--- src/aud_pkg.sv ---
package aud_pkg;

	// audio word and SRAM geometry
	localparam int SAMPLE_W = 16;
	localparam int ADDR_W   = 20;

	// recording stops once this address holds a word
	localparam logic [ADDR_W-1:0] ADDR_LAST = {ADDR_W{1'b1}};

	// I2S slot length in bit clocks, MSB first
	localparam int SLOT_BITS = 16;
	localparam int BIT_CNT_W = $clog2(SLOT_BITS + 1);

	// speed factor minus one, speeds 1 to 8
	localparam int FACTOR_W = 3;

	// control FSM states
	typedef enum logic [2:0] {
		S_STOP       = 3'd0,
		S_RECD       = 3'd1,
		S_RECD_PAUSE = 3'd2,
		S_PLAY       = 3'd3,
		S_PLAY_PAUSE = 3'd4
	} aud_state_e;

endpackage

--- src/aud_if.sv ---
// controller to recorder
interface aud_rec_if import aud_pkg::*; ();
	logic              run;
	logic              restart;
	logic              full;
	logic [ADDR_W-1:0] length;

	modport ctrl (output run, output restart, input full, input length);
	modport rec  (input run, input restart, output full, output length);
endinterface


--- src/aud_recorder.sv ---
module aud_recorder import aud_pkg::*; (
	input  logic                i_AUD_BCLK,
	input  logic                i_rst_n,
	input  logic                i_AUD_ADCLRCK,
	input  logic                i_AUD_ADCDAT,
	aud_rec_if.rec              rec,
	output logic [ADDR_W-1:0]   o_wr_addr,
	output logic [SAMPLE_W-1:0] o_wr_data,
	output logic                o_wr_en
);

	logic                 lrck_d;
	logic                 slot_start;
	logic                 left_slot;
	logic [BIT_CNT_W-1:0] bit_cnt;
	logic [SAMPLE_W-1:0]  shift_r;
	logic                 wr_pend;
	logic [ADDR_W-1:0]    length_r;
	logic                 full_r;

	assign slot_start = (i_AUD_ADCLRCK != lrck_d);

	always_ff @(posedge i_AUD_BCLK or posedge i_rst_n) begin
		if (i_rst_n) begin
			lrck_d    <= 1'b0;
			left_slot <= 1'b0;
			bit_cnt   <= '0;
			wr_pend   <= 1'b0;
		end else begin
			lrck_d  <= i_AUD_ADCLRCK;
			wr_pend <= 1'b0;
			if (slot_start) begin
				bit_cnt   <= BIT_CNT_W'(SLOT_BITS);
				left_slot <= !i_AUD_ADCLRCK;
			end else if (bit_cnt != '0) begin
				bit_cnt <= bit_cnt - 1'b1;
				// last bit of a left word
				if (bit_cnt == BIT_CNT_W'(1))
					wr_pend <= left_slot && rec.run && !full_r;
			end
		end
	end

	// word shifter that idles on the slot start edge
	always_ff @(posedge i_AUD_BCLK) begin
		if (!slot_start && bit_cnt != '0)
			shift_r <= {shift_r[SAMPLE_W-2:0], i_AUD_ADCDAT};
	end

	// a pause landing on the strobe drops the word
	assign o_wr_en = wr_pend && rec.run;

	always_ff @(posedge i_AUD_BCLK or posedge i_rst_n) begin
		if (i_rst_n) begin
			length_r <= '0;
			full_r   <= 1'b0;
		end else if (rec.restart) begin
			length_r <= '0;
			full_r   <= 1'b0;
		end else if (o_wr_en) begin
			if (length_r == ADDR_LAST)
				full_r <= 1'b1;
			else
				length_r <= length_r + 1'b1;
		end
	end

	assign o_wr_addr  = length_r;
	assign o_wr_data  = shift_r;
	assign rec.length = length_r;
	assign rec.full   = full_r;

	// an LRCK edge only lands between words
	assert property (@(posedge i_AUD_BCLK) disable iff (i_rst_n)
		slot_start |-> bit_cnt == '0);

endmodule

--- src/flat_wrapper.sv ---
// flat-port wrapper written by rule: the top's interface ports become plain ports
module aud_recorder_flat import aud_pkg::*;
  (i_AUD_BCLK, i_rst_n, i_AUD_ADCLRCK, i_AUD_ADCDAT, o_wr_addr, o_wr_data, o_wr_en, rec_run, rec_restart, rec_full, rec_length);
  aud_rec_if rec_i ();
  input  logic i_AUD_BCLK;
  input  logic i_rst_n;
  input  logic i_AUD_ADCLRCK;
  input  logic i_AUD_ADCDAT;
  output logic [ADDR_W-1:0] o_wr_addr;
  output logic [SAMPLE_W-1:0] o_wr_data;
  output logic o_wr_en;
  input wire logic [$bits(rec_i.run)-1:0] rec_run;
  input wire logic [$bits(rec_i.restart)-1:0] rec_restart;
  output wire logic [$bits(rec_i.full)-1:0] rec_full;
  output wire logic [$bits(rec_i.length)-1:0] rec_length;
  assign rec_i.run = rec_run;
  assign rec_i.restart = rec_restart;
  assign rec_full = rec_i.full;
  assign rec_length = rec_i.length;
  aud_recorder u_core (.i_AUD_BCLK(i_AUD_BCLK), .i_rst_n(i_rst_n), .i_AUD_ADCLRCK(i_AUD_ADCLRCK), .i_AUD_ADCDAT(i_AUD_ADCDAT), .rec(rec_i), .o_wr_addr(o_wr_addr), .o_wr_data(o_wr_data), .o_wr_en(o_wr_en));
endmodule
--- config.mk ---
export PLATFORM = sky130hd
export DESIGN_NAME = aud_recorder_flat
export DESIGN_NICKNAME = d
export VERILOG_FILES = /design/src/aud_pkg.sv /design/src/aud_if.sv /design/src/aud_recorder.sv /design/src/flat_wrapper.sv
export SDC_FILE = /design/constraint.sdc
export NUM_CORES = 1
export LEC_CHECK = 0
export BUFFER_PORTS_ARGS = -buffer_cell sky130_fd_sc_hd__buf_2
export CAP_MARGIN = 10
export CORE_UTILIZATION = 40
export CTS_CLUSTER_SIZE = 8
export DETAILED_ROUTE_END_ITERATION = 8
export PLACE_DENSITY = 0.64
export SLEW_MARGIN = 20
export SYNTH_ARGS = -nofsm -noshare
export SYNTH_HDL_FRONTEND = slang
export SYNTH_SLANG_ARGS = --single-unit
--- constraint.sdc ---
create_clock -name i_AUD_BCLK -period 1.8 [get_ports i_AUD_BCLK]
set_input_delay 0.27 -clock i_AUD_BCLK [delete_from_list [all_inputs] [get_ports i_AUD_BCLK]]
set_output_delay 0.27 -clock i_AUD_BCLK [all_outputs]
set_load 0.03 [all_outputs]
==> results of run 1 <==
[placed cells by master (no fill, tap or decap), drive strengths merged, types with 5 or more instances in the layout]
cell,netlist,routed
a211oi,7,7
a21oi,8,8
buf,23,86
clkbuf,2,6
dfrtp,29,29
edfxtp,16,16
inv,6,6
nand2,8,8
nand3,6,6
nand4,5,5
nor2,26,26
xnor2,10,10
[power breakdown]
group	leakage, nW	switching [mW]	internal, mW	total (mW)
sequential	0.531	0.0736	1.24	1.31
combinational	0.720	0.366	0.183	0.548
clock	0.0374	0.338	0.274	0.611
total	1.29	0.777	1.69	2.47
[cells by family after synthesis]
group / Yosys count / share of synthesized area [%]
AOI/OAI and AO/OA: 25 / 7.64
xor gates and xnor gates: 12 / 4.90
adders and majority gates: 4 / 2.22
buffers and inverters: 31 / 9.50
DFF: 45 / 56.2
muxes: 4 / 1.87
and+or+nand+nor: 67 / 17.7
[final timing paths]
kind                                                  from                               end  slack, ps
max in group asynchronous                          i_rst_n  u_core.o_wr_addr[16]$_DFFE_PP0P_       1460
min reg2reg                  u_core.o_wr_data[1]$_DFFE_PP_     u_core.o_wr_data[2]$_DFFE_PP_        450
max reg2reg                u_core.o_wr_addr[6]$_DFFE_PP0P_  u_core.o_wr_addr[11]$_DFFE_PP0P_         70
min in group i_AUD_BCLK                      i_AUD_ADCLRCK           u_core.lrck_d$_DFF_PP0_        130
max                        u_core.o_wr_addr[6]$_DFFE_PP0P_  u_core.o_wr_addr[11]$_DFFE_PP0P_         70
min                                                i_rst_n     u_core.bit_cnt[0]$_DFFE_PP0P_         30
[repair_timing]
action | CTS | global route
gates resized for setup | 0 | 6
setup buffers | 0 | 4
setup endpoints to repair | 0 | 14
hold buffers | 0 | 0
[sequential cells by signal, summed over array words and instances, names as in the netlist]
signal	flops
u_core.o_wr_data	16
u_core.lrck_d	1
u_core.left_slot	1
u_core.wr_pend	1
u_core.o_wr_addr	20
u_core.rec.full	1
u_core.bit_cnt	5
[tightest hold or removal path, stage by stage]
cell                    delay (ps)
sky130_fd_sc_hd__buf_2          90
sky130_fd_sc_hd__inv_1          40
sky130_fd_sc_hd__buf_4         340
[layer usage]
metal  part of all wire, %  global-route usage [%]  up-vias
met3                   5.0                    4.15        7
li1                      -                       -      782
met5                     0                       0        -
met1                    50                    21.5      733
met4                   1.6                    4.94        0
met2                    44                    22.7       49
[layout make-up]
class	instances	area, sq um	share of cell area, %
Sequential cell	45	1220	45.6
Multi-Input combinational cell	112	766	28.7
Timing Repair Buffer	86	488	18.3
Tap cell	70	87.6	3.28
Clock buffer	6	72.6	2.72
Inverter	6	22.5	0.843
Clock inverter	2	15.0	0.562
[stage by stage]
| stage | setup slack [ps] | hold slack (ps) |
|---|---|---|
| 6_report | 73.1 | 28.5 |
| 5_1_grt | -34.6 | 69.2 |
| 4_1_cts | 20.9 | 35.8 |
| 3_5_place_dp | 41.3 | 363 |
| 3_3_place_gp | 83.3 | 359 |
| 2_1_floorplan | 0.884 | 301 |
==> qor.log, run 1 <==
[place] routability congestion estimate 0.837
[synth] average instance area after synthesis 11.4 sq um
[power] power per cell area 924 mW/mm^2
[drt] detailed-route wire length 4020 um
[sta] final max-slew violation count 0
[worst_hold_path] worst min-delay path class in2async
[floorplanning] die height 75.2 um
[floorplanning] total die area 0.00566 sq mm
[critical_path] data arrival time of the critical path 1890 ps
[cts] CTS H-tree lvls 2
[critical_path] data required time of the critical path 1970 ps
[cts] clock latency at the later pin of the worst-skew pair 290 ps
[critical_path] Worst Reg2Reg Path Length in Cells 6
[flow_run] count of max-cap constraint violations 0
[floorplanning] Core Area 0.00514 sq mm
[drt] average vias per placed instance 4.80
[sta] final critical-path required period 1730 ps
[synth] sequential fraction of the synthesis area 56.2%
[synth] area share of the largest cell type after synthesis 33.8%
[place] post-placement cell count 315
[drt] drt first-iter violations 73
[finish] core utilization of the finished layout 51.9%
[sta] Sum Neg Setup Slack 0 ps
[drt] number of iterations in the first detailed-routing pass 4
[drt] post-detailed-route DRC marker count 0
[status] outcome completed
[cts] clock tree from TritonCTS built
[synth] leading cell type by number of instances after synthesis sky130_fd_sc_hd__dfrtp_1
[floorplanning] I/O pins 64
[global_routing] largest net degree at the start of global routing 30
[critical_path] maximum cell stage delay along the critical path 470 ps
[critical_path] number of buffers and inverters on the critical path 1
[critical_path] list of cells traversed by the critical path nand4_1, nor4b_4, buf_4, a211oi_1, xnor2_1, nor2_1
[place] number of buffers added on ports 63
[place] placed cell area 0.00254 sq mm
[sta] normalized max-slew margin 74.0%
[synth] cell area after technology mapping 0.00215 sq mm
[global_routing] number of antenna violations at the first check in global routing 0
[critical_path] critical path's top delay family simple AND/OR/NAND/NOR gates
[synth] number of cells produced by synthesis 188
[sta] final worst clock skew 8.64 ps
[synth] cell types occupying the most area after synthesis sky130_fd_sc_hd__dfrtp_1 (34%), sky130_fd_sc_hd__edfxtp_1 (22%), sky130_fd_sc_hd__buf_4 (7.3%)
[finish] final cell count without fillers 327
[power] Design Power 2.47 mW
[power] peak ir drop on the vdd network 0.597 mV
[synth] number of warnings reported in the yosys synthesis log 0
[cts] # clock sinks 45
[synth] area leader, netlist sky130_fd_sc_hd__dfrtp_1
[sta] unrepaired setup endpoints after global routing true
[drt] antenna-violating nets left 0
[cts] Reg clk slew, reported paths 90 ps
[cts] clock buffer depth 2
[synth] library cells used by synthesis 39
[critical_path] maximum fanout along the worst path 6
[power] Leak 1.29 nW
[critical_path] startpoint type of the worst setup path register
[floorplanning] Die X-Extent 75.2 um
[cts] TritonCTS buffer count 5
[global_routing] first-pass GRT wire length 6350 um
[sta] Final Hold Fails 0
[critical_path] Max stage delay cell, worst path sky130_fd_sc_hd__nor4b_4
[synth] asr flop ratio synth 64.4%
[floorplanning] row count 26
[sta] fraction of the cycle the final worst path needs 95.9%
[synth] count of flip-flops with a built-in enable after synthesis 16
[finish] layout-stage area growth over the synthesis result 24.4%
[finish] Final nets 265
[sta] Fmax 579 MHz
[synth] ys flop type sky130_fd_sc_hd__dfrtp_1
[critical_path] logic depth of the worst path, buffers included 6
[place] sum of net half-perimeters after detailed placement 2890 um
[global_routing] number of global-route vias before repair 1334
[finish] final-layout fill cell count 511
[finish] Inserted Diodes 0
[finish] final design area excluding fillers 0.00267 sq mm
[sta] total of endpoints with negative setup slack in the final report 0
[critical_path] critical path start-end classification reg2reg
[cts] clock tree root driver cell sky130_fd_sc_hd__clkbuf_8
[critical_path] endpoint kind of the worst setup timing path register
[global_routing] overflow left after global routing 0
[global_routing] Total Routing Usage GR 15.2%
[synth] synthesis-stage register bit count 45
[synth] leading post-synthesis cells by instance count sky130_fd_sc_hd__dfrtp_1 (29), sky130_fd_sc_hd__nor2_1 (26), sky130_fd_sc_hd__buf_4 (21), sky130_fd_sc_hd__edfxtp_1 (16), sky130_fd_sc_hd__xnor2_1 (10)
[floorplanning] initial cell density of the core 41.7%
[finish] layout cells sized above 1 44.7%
[drt] total via count after detailed routing 1571
[sta] Worst Max-Slew Pin Slew 388 ps
[synth] Post-Syn Nets 197
[drt] mean routed wirelength per cell 12.3 um
Note: power is estimated with default switching activity, not from simulation.
==> run 2, diff against run 1 <==
ABC_AREA = 1   (was default)
CTS_CLUSTER_DIAMETER = 120   (was default)
PLACE_DENSITY = 0.63   (was 0.64)
==> run 2 against run 1 <==
Net effect: clock skew fell by 2.5 ps; power rose by 8.8%; cell count rose by 22%; critical path depth rose by 4; worst hold slack got worse by 5.7 ps; combinational power rose by 11%; critical endpoint is now u_core.bit_cnt[2]$_DFFE_PP0P_; largest power group unchanged; critical path type unchanged.
==> qor.log, run 2 <==
[sta] Fmax 608 MHz [was 579 MHz]
[floorplanning] Core Area 0.00561 sq mm [was 0.00514 sq mm]
[floorplanning] die height 79.1 um [was 75.2 um]
[cts] # clock sinks 45 [unchanged]
[cts] CTS H-tree lvls 2 [unchanged]
[cts] clock latency at the later pin of the worst-skew pair 300 ps [was 290 ps]
[sta] final critical-path required period 1640 ps [was 1730 ps]
[flow_run] count of max-cap constraint violations 0 [unchanged]
[synth] leading post-synthesis cells by instance count sky130_fd_sc_hd__nand2_1 (73), sky130_fd_sc_hd__dfrtp_1 (29), sky130_fd_sc_hd__inv_1 (29), sky130_fd_sc_hd__buf_4 (20), sky130_fd_sc_hd__nor2_1 (19) [was sky130_fd_sc_hd__dfrtp_1 (29), sky130_fd_sc_hd__nor2_1 (26), sky130_fd_sc_hd__buf_4 (21), sky130_fd_sc_hd__edfxtp_1 (16), sky130_fd_sc_hd__xnor2_1 (10)]
[drt] total via count after detailed routing 1910 [was 1571]
[synth] synthesis-stage register bit count 45 [unchanged]
[cts] Reg clk slew, reported paths 90 ps [about the same]
[sta] Sum Neg Setup Slack 0 ps [unchanged]
[critical_path] startpoint type of the worst setup path register [unchanged]
[critical_path] endpoint kind of the worst setup timing path register [unchanged]
[critical_path] maximum fanout along the worst path 17 [was 6]
[place] routability congestion estimate 0.808 [was 0.837]
[cts] clock buffer depth 2 [unchanged]
[sta] unrepaired setup endpoints after global routing false [was true]
[floorplanning] I/O pins 64 [unchanged]
[power] Design Power 2.69 mW [was 2.47 mW]
[sta] total of endpoints with negative setup slack in the final report 0 [unchanged]
[cts] clock tree from TritonCTS built [unchanged]
[global_routing] number of antenna violations at the first check in global routing 0 [unchanged]
[power] power per cell area 948 mW/mm^2 [was 924 mW/mm^2]
[critical_path] Worst Setup SP u_core.bit_cnt[0]$_DFFE_PP0P_ [was u_core.o_wr_addr[6]$_DFFE_PP0P_]
[drt] post-detailed-route DRC marker count 0 [unchanged]
[floorplanning] row count 27 [was 26]
[synth] number of cells produced by synthesis 266 [was 188]
[synth] cell area after technology mapping 0.00237 sq mm [was 0.00215 sq mm]
[cts] TritonCTS buffer count 5 [unchanged]
[synth] sequential fraction of the synthesis area 50.8% [was 56.2%]
[sta] Final Hold Fails 0 [unchanged]
[synth] cell types occupying the most area after synthesis sky130_fd_sc_hd__dfrtp_1 (31%), sky130_fd_sc_hd__edfxtp_1 (20%), sky130_fd_sc_hd__nand2_1 (12%) [was sky130_fd_sc_hd__dfrtp_1 (34%), sky130_fd_sc_hd__edfxtp_1 (22%), sky130_fd_sc_hd__buf_4 (7.3%)]
[synth] count of flip-flops with a built-in enable after synthesis 16 [unchanged]
[sta] final max-slew violation count 0 [unchanged]
[power] peak ir drop on the vdd network 0.547 mV [was 0.597 mV]
[drt] mean routed wirelength per cell 11.8 um [was 12.3 um]
[finish] layout cells sized above 1 33.3% [was 44.7%]
[finish] Inserted Diodes 0 [unchanged]
[synth] library cells used by synthesis 28 [was 39]
[critical_path] critical path start-end classification reg2reg [unchanged]
[sta] final worst clock skew 6.17 ps [was 8.64 ps]
[global_routing] overflow left after global routing 0 [unchanged]
[critical_path] R2R Path Start u_core.bit_cnt[0]$_DFFE_PP0P_ [was u_core.o_wr_addr[6]$_DFFE_PP0P_]
[drt] detailed-route wire length 4730 um [was 4020 um]
[drt] antenna-violating nets left 0 [unchanged]
[floorplanning] initial cell density of the core 42.3% [was 41.7%]
[power] Leak 1.37 nW [was 1.29 nW]
[global_routing] largest net degree at the start of global routing 33 [was 30]
[synth] average instance area after synthesis 8.93 sq um [was 11.4 sq um]
[place] placed cell area 0.00271 sq mm [was 0.00254 sq mm]
[global_routing] number of global-route vias before repair 1743 [was 1334]
[place] sum of net half-perimeters after detailed placement 3440 um [was 2890 um]
[global_routing] first-pass GRT wire length 8060 um [was 6350 um]
[critical_path] data arrival time of the critical path 1840 ps [was 1890 ps]
[synth] asr flop ratio synth 64.4% [unchanged]
[drt] number of iterations in the first detailed-routing pass 4 [unchanged]
[status] outcome completed [unchanged]
[finish] final design area excluding fillers 0.00283 sq mm [was 0.00267 sq mm]
[sta] hold slack 22.8 ps [was 28.5 ps]
[synth] number of warnings reported in the yosys synthesis log 0 [unchanged]
[synth] leading cell type by number of instances after synthesis sky130_fd_sc_hd__nand2_1 [was sky130_fd_sc_hd__dfrtp_1]
[drt] drt first-iter violations 99 [was 73]
[cts] setup repair bufs after CTS 0 [unchanged]
[finish] most common cell after layout, fill and taps aside sky130_fd_sc_hd__nand2_1 [was sky130_fd_sc_hd__buf_2]
[critical_path] data required time of the critical path 2000 ps [was 1970 ps]
[finish] core utilization of the finished layout 50.5% [was 51.9%]
[synth] ys flop type sky130_fd_sc_hd__dfrtp_1 [unchanged]
[synth] Post-Syn Nets 275 [was 197]
[sta] normalized max-slew margin 74.7% [was 74.0%]
[synth] area leader, netlist sky130_fd_sc_hd__dfrtp_1 [unchanged]
[finish] Final nets 335 [was 265]
[finish] commonest cells after routing, fill and taps aside sky130_fd_sc_hd__nand2_1 (72), sky130_fd_sc_hd__buf_2 (63), sky130_fd_sc_hd__inv_1 (29), sky130_fd_sc_hd__dfrtp_1 (29), sky130_fd_sc_hd__nor2_1 (19) [was sky130_fd_sc_hd__buf_2 (63), sky130_fd_sc_hd__nor2_1 (26), sky130_fd_sc_hd__buf_4 (23)]
[sta] fraction of the cycle the final worst path needs 91.3% [was 95.9%]
[synth] area share of the largest cell type after synthesis 30.6% [was 33.8%]
[finish] layout-stage area growth over the synthesis result 19.3% [was 24.4%]
[global_routing] Total Routing Usage GR 16.7% [was 15.2%]
[drt] average vias per placed instance 4.79 [was 4.80]
[cts] CTS Hold Bufs 0 [unchanged]
[floorplanning] total die area 0.00625 sq mm [was 0.00566 sq mm]
[worst_hold_path] worst min-delay path class in2async [unchanged]
[finish] number of flip-flops in the largest register 20 [unchanged]
[sta] Worst Max-Slew Pin Slew 380 ps [was 388 ps]
[cts] clock tree root driver cell sky130_fd_sc_hd__clkbuf_8 [unchanged]
[floorplanning] Die X-Extent 79.1 um [was 75.2 um]
[place] number of buffers added on ports 63 [unchanged]
## run 2: changes by cell type in the layout (fill, tap and decap cells not counted), moves of 5 or more
cell,delta
sky130_fd_sc_hd__o21ai_0,+8
sky130_fd_sc_hd__nand3_1,+10
sky130_fd_sc_hd__o21ai_2,+13
sky130_fd_sc_hd__nand2_1,+64
sky130_fd_sc_hd__a211oi_1,-5
sky130_fd_sc_hd__nor2_1,-7
sky130_fd_sc_hd__dfrtp_1,+10
sky130_fd_sc_hd__dfrtp_2,-10
sky130_fd_sc_hd__inv_1,+23
sky130_fd_sc_hd__xnor2_1,-8
sky130_fd_sc_hd__buf_4,-10
## run 2: routing by layer
| metal | share of wire (%) | global-route usage, % | vias to the layer above | routed length [um] |
|---|---|---|---|---|
| met2 | 47 | 24.7 | 62 | 2210 |
| met1 | 48 | 23.8 | 893 | 2260 |
| met4 | 0.87 | 7.64 | 0 | 41 |
| met3 | 4.6 | 3.10 | 4 | 215 |
| li1 | - | - | 951 | - |
| met5 | 0 | 0 | - | 0 |
## run 2: report_power, final
group          internal (mW)  leakage [nW]  total (mW)  switching (mW)
sequential              1.24         0.547        1.31          0.0703
clock                  0.417        0.0554       0.765           0.348
combinational          0.175         0.772       0.608           0.433
## run 2: metrics by stage
| step | worst slack (ps) | std cells |
|---|---|---|
| after floorplan | 71.5 | 266 |
| after detailed placement | 103 | 391 |
| after global placement | 167 | 391 |
| after global routing | 10.1 | 399 |
| after CTS | 83.3 | 399 |
| final | 156 | 399 |
## run 2: final timing paths
path	cells past startpoint	to	slack [ps]
min in group i_AUD_BCLK	1	u_core.lrck_d$_DFF_PP0_	100
max in group asynchronous	3	u_core.o_wr_addr[12]$_DFFE_PP0P_	1490
worst max register to register	10	u_core.bit_cnt[2]$_DFFE_PP0P_	160
worst max-delay path	10	u_core.bit_cnt[2]$_DFFE_PP0P_	160
worst min-delay path	3	u_core.bit_cnt[1]$_DFFE_PP0P_	20
worst min register to register	0	u_core.o_wr_data[12]$_DFFE_PP_	450
## run 2: cell families after synthesis
kind of cell	synth area share (%)
flip-flops	50.8
buffers and inverters	12.6
AND/OR/NAND/NOR	23.2
XOR/XNOR	2.58
AO/OA/AOI/OAI	9.17
adder cells (fa/ha/maj)	1.58
## run 2: area by class of cell
class                           count  area, sq um
Sequential cell                    45         1210
Fill cell                         554         2780
Multi-Input combinational cell    167          880
Clock buffer                        6         72.6
Inverter                           30          113
Timing Repair Buffer               77          433
Clock inverter                      2         38.8
Tap cell                           72         90.1
## run 2: repair_timing
item,CTS,global route
gates resized for setup,0,2
endpoints found under the setup margin,0,21
endpoints found under the hold margin,0,0
## run 2: worst max-delay path, cell delays in order, from the launching register on
cell and delay, ps:
sky130_fd_sc_hd__dfrtp_1 420, sky130_fd_sc_hd__inv_1 80, sky130_fd_sc_hd__ha_1 180, sky130_fd_sc_hd__nand2_1 70, sky130_fd_sc_hd__nor2_1 130, sky130_fd_sc_hd__nand2_1 130, sky130_fd_sc_hd__nand2_2 130, sky130_fd_sc_hd__inv_1 70
sky130_fd_sc_hd__buf_12 150, sky130_fd_sc_hd__a31oi_1 120, sky130_fd_sc_hd__inv_1 50
==> run 3, diff against run 2 <==
PLACE_DENSITY = 0.61   (was 0.63)
clock period = 2 ns   (was 1.8 ns; I/O delays follow)
==> run 3 against run 2 <==
Net effect: fmax fell by 6.0%; via count is 5.5% lower; global-route usage fell by 0.75 points; critical path depth down 2; die area is the same; combinational power fell by 12%; wire length is 0.83% higher; register-to-register slack improved by 90 ps; sequential share of layout area rose by 1.3 points; largest power group unchanged.
==> qor.log, run 3 (same netlist as run 2, synthesis figures left out) <==
[drt] antenna-violating nets left 0 [unchanged]
[floorplanning] total die area 0.00625 sq mm [unchanged]
[finish] core utilization of the finished layout 49.0% [was 50.5%]
[cts] Reg clk slew, reported paths 90 ps [about the same]
[power] net switching fraction of the power 33.8% [was 31.7%]
[finish] layout cells sized above 1 31.7% [was 33.3%]
[place] worst setup slack before clock tree synthesis 149 ps [was 103 ps]
[place] placed cell area 0.00263 sq mm [was 0.00271 sq mm]
[drt] average vias per placed instance 4.62 [was 4.79]
[sta] Worst Max-Slew Pin Slew 391 ps [was 380 ps]
[place] post-placement cell count 382 [was 391]
[cts] # clock sinks 45 [unchanged]
[sta] fraction of the cycle the final worst path needs 87.5% [was 91.3%]
[cts] clock buffer depth 2 [unchanged]
[sta] final critical-path required period 1750 ps [was 1640 ps]
[finish] number of flip-flops in the largest register 20 [unchanged]
[finish] final design area excluding fillers 0.00275 sq mm [was 0.00283 sq mm]
[drt] drt first-iter violations 109 [was 99]
[drt] detailed-route wire length 4760 um [was 4730 um]
[critical_path] maximum fanout along the worst path 8 [was 17]
[global_routing] first-pass GRT wire length 7610 um [was 8060 um]
[critical_path] most used cell, CP sky130_fd_sc_hd__nand3_2 [was sky130_fd_sc_hd__inv_1]
[power] Internal 1.52 mW [was 1.83 mW]
[flow_run] count of max-cap constraint violations 0 [unchanged]
[drt] number of iterations in the first detailed-routing pass 4 [unchanged]
[cts] clock tree from TritonCTS built [unchanged]
[floorplanning] Core Area 0.00561 sq mm [unchanged]
[global_routing] number of antenna violations at the first check in global routing 0 [unchanged]
[power] share of power burned in the clock network 24.8% [was 28.5%]
[sta] Final Hold Fails 0 [unchanged]
[power] switching power total 774 uW [was 852 uW]
[floorplanning] die height 79.1 um [unchanged]
[finish] final cell count without fillers 391 [was 399]
[drt] total via count after detailed routing 1805 [was 1910]
[global_routing] largest net degree at the start of global routing 33 [unchanged]
[critical_path] endpoint kind of the worst setup timing path register [unchanged]
[cts] clock latency at the later pin of the worst-skew pair 300 ps [about the same]
[sta] total of endpoints with negative setup slack in the final report 0 [unchanged]
[floorplanning] row count 27 [unchanged]
[global_routing] overflow left after global routing 0 [unchanged]
[power] Leak 1.31 nW [was 1.37 nW]
[critical_path] startpoint type of the worst setup path register [unchanged]
[power] power per cell area 833 mW/mm^2 [was 948 mW/mm^2]
[finish] Inserted Diodes 0 [unchanged]
[finish] layout-stage area growth over the synthesis result 15.8% [was 19.3%]
[sta] final worst clock skew 4.79 ps [was 6.17 ps]
[status] outcome completed [unchanged]
[critical_path] critical path start-end classification reg2reg [unchanged]
[floorplanning] Die X-Extent 79.1 um [unchanged]
[critical_path] Worst Reg2Reg Path Length in Cells 8 [was 10]
[worst_hold_path] worst min-delay path class in2async [unchanged]
[sta] normalized max-slew margin 73.9% [was 74.7%]
[cts] CTS Hold Bufs 0 [unchanged]
[finish] most common cell after layout, fill and taps aside sky130_fd_sc_hd__nand2_1 [unchanged]
[power] relative contribution of sequential cells to total power 51.7% [was 48.9%]
[sta] Sum Neg Setup Slack 0 ps [unchanged]
[place] sum of net half-perimeters after detailed placement 3350 um [was 3440 um]
[critical_path] data required time of the critical path 2180 ps [was 2000 ps]
[finish] commonest cells after routing, fill and taps aside sky130_fd_sc_hd__nand2_1 (73), sky130_fd_sc_hd__buf_2 (63), sky130_fd_sc_hd__dfrtp_1 (29) [was sky130_fd_sc_hd__nand2_1 (72), sky130_fd_sc_hd__buf_2 (63), sky130_fd_sc_hd__inv_1 (29), sky130_fd_sc_hd__dfrtp_1 (29), sky130_fd_sc_hd__nor2_1 (19)]
[finish] Final nets 327 [was 335]
[sta] final max-slew violation count 0 [unchanged]
[global_routing] Total Routing Usage GR 16.0% [was 16.7%]
[sta] Fmax 572 MHz [was 608 MHz]
[sta] post-layout worst setup margin 251 ps [was 156 ps]
[drt] post-detailed-route DRC marker count 0 [unchanged]
[floorplanning] initial cell density of the core 42.3% [unchanged]
[critical_path] data arrival time of the critical path 1930 ps [was 1840 ps]
[power] relative contribution of combinational cells to total power 23.5% [was 22.6%]
[place] number of buffers added on ports 63 [unchanged]
[cts] clock tree root driver cell sky130_fd_sc_hd__clkbuf_8 [unchanged]
[critical_path] maximum cell stage delay along the critical path 430 ps [was 420 ps]
[sta] hold slack 60.2 ps [was 22.8 ps]
[drt] mean routed wirelength per cell 12.2 um [was 11.8 um]
[global_routing] number of global-route vias before repair 1551 [was 1743]
[floorplanning] I/O pins 64 [unchanged]
[cts] TritonCTS buffer count 5 [unchanged]
[power] Design Power 2.29 mW [was 2.69 mW]
[place] routability congestion estimate 0.813 [was 0.808]
[power] peak ir drop on the vdd network 0.501 mV [was 0.547 mV]
[cts] CTS H-tree lvls 2 [unchanged]
[critical_path] Max stage delay cell, worst path sky130_fd_sc_hd__dfrtp_1 [unchanged]
[sta] unrepaired setup endpoints after global routing false [unchanged]
[critical_path] list of cells traversed by the critical path ha_1, nand3_2, inv_2, nand3_1, nor2_1, nand2_1, nand3_2, o21ai_0 [was inv_1, ha_1, nand2_1, nor2_1, nand2_1, nand2_2, inv_1, buf_12, a31oi_1, inv_1]
## run 3: changes by cell type in the layout (fill, tap and decap cells not counted), sizes merged
cell	before	now
buf	77	69
bufinv	1	0
clkinv	1	0
clkinvlp	0	3
inv	30	29
## run 3: repair_timing
action,4_1_cts,5_1_grt
setup endpoints to repair,0,17
gates resized for setup,0,2
endpoints found under the hold margin,0,0
setup buffers,0,1
## run 3: layout make-up
cell class / instances / area [sq um]
fill: 558 / 2860
sequential: 45 / 1210
multi-input combinational: 167 / 877
timing repair buffer: 69 / 373
inverter: 30 / 116
tap: 72 / 90.1
clock buffer: 6 / 72.6
clock inverter: 2 / 15.0
## run 3: worst max-delay path: cells and delay by family, from the launching register on
kind	cells	cell delay, ps
AO/OA/AOI/OAI	1	110
adder cells (fa/ha/maj)	1	220
buffers and inverters	1	80
flip-flops	1	430
AND/OR/NAND/NOR	5	780
## run 3: metal layers
metal | vias up | global-route usage, % | part of all wire (%)
met5 | - | 0 | 0
met3 | 7 | 4.02 | 4.3
met4 | 0 | 5.45 | 1.2
met1 | 814 | 22.8 | 49
met2 | 42 | 23.5 | 46
li1 | 942 | - | -
## run 3: power by group through the flow
stage / clock [mW] / combinational, mW / sequential, mW
after floorplan: 0 / 0.222 / 1.37
after global placement: 0 / 0.507 / 1.20
after detailed placement: 0 / 0.517 / 1.21
after global routing: 0.621 / 0.593 / 1.20
final: 0.568 / 0.537 / 1.18
after CTS: 0.586 / 0.517 / 1.19
## run 3: path summary, 6_finish.rpt
| kind | start | endpoint | slack [ps] |
|---|---|---|---|
| min in group i_AUD_BCLK | i_AUD_ADCLRCK | u_core.lrck_d$_DFF_PP0_ | 130 |
| hold reg to reg | u_core.o_wr_data[4]$_DFFE_PP_ | u_core.o_wr_data[5]$_DFFE_PP_ | 450 |
| hold / removal | i_rst_n | u_core.bit_cnt[0]$_DFFE_PP0P_ | 60 |
| setup / recovery | u_core.o_wr_addr[1]$_DFFE_PP0P_ | u_core.o_wr_addr[10]$_DFFE_PP0P_ | 250 |
| setup reg to reg | u_core.o_wr_addr[1]$_DFFE_PP0P_ | u_core.o_wr_addr[10]$_DFFE_PP0P_ | 250 |
| max in group asynchronous | i_rst_n | u_core.o_wr_addr[11]$_DFFE_PP0P_ | 1650 |
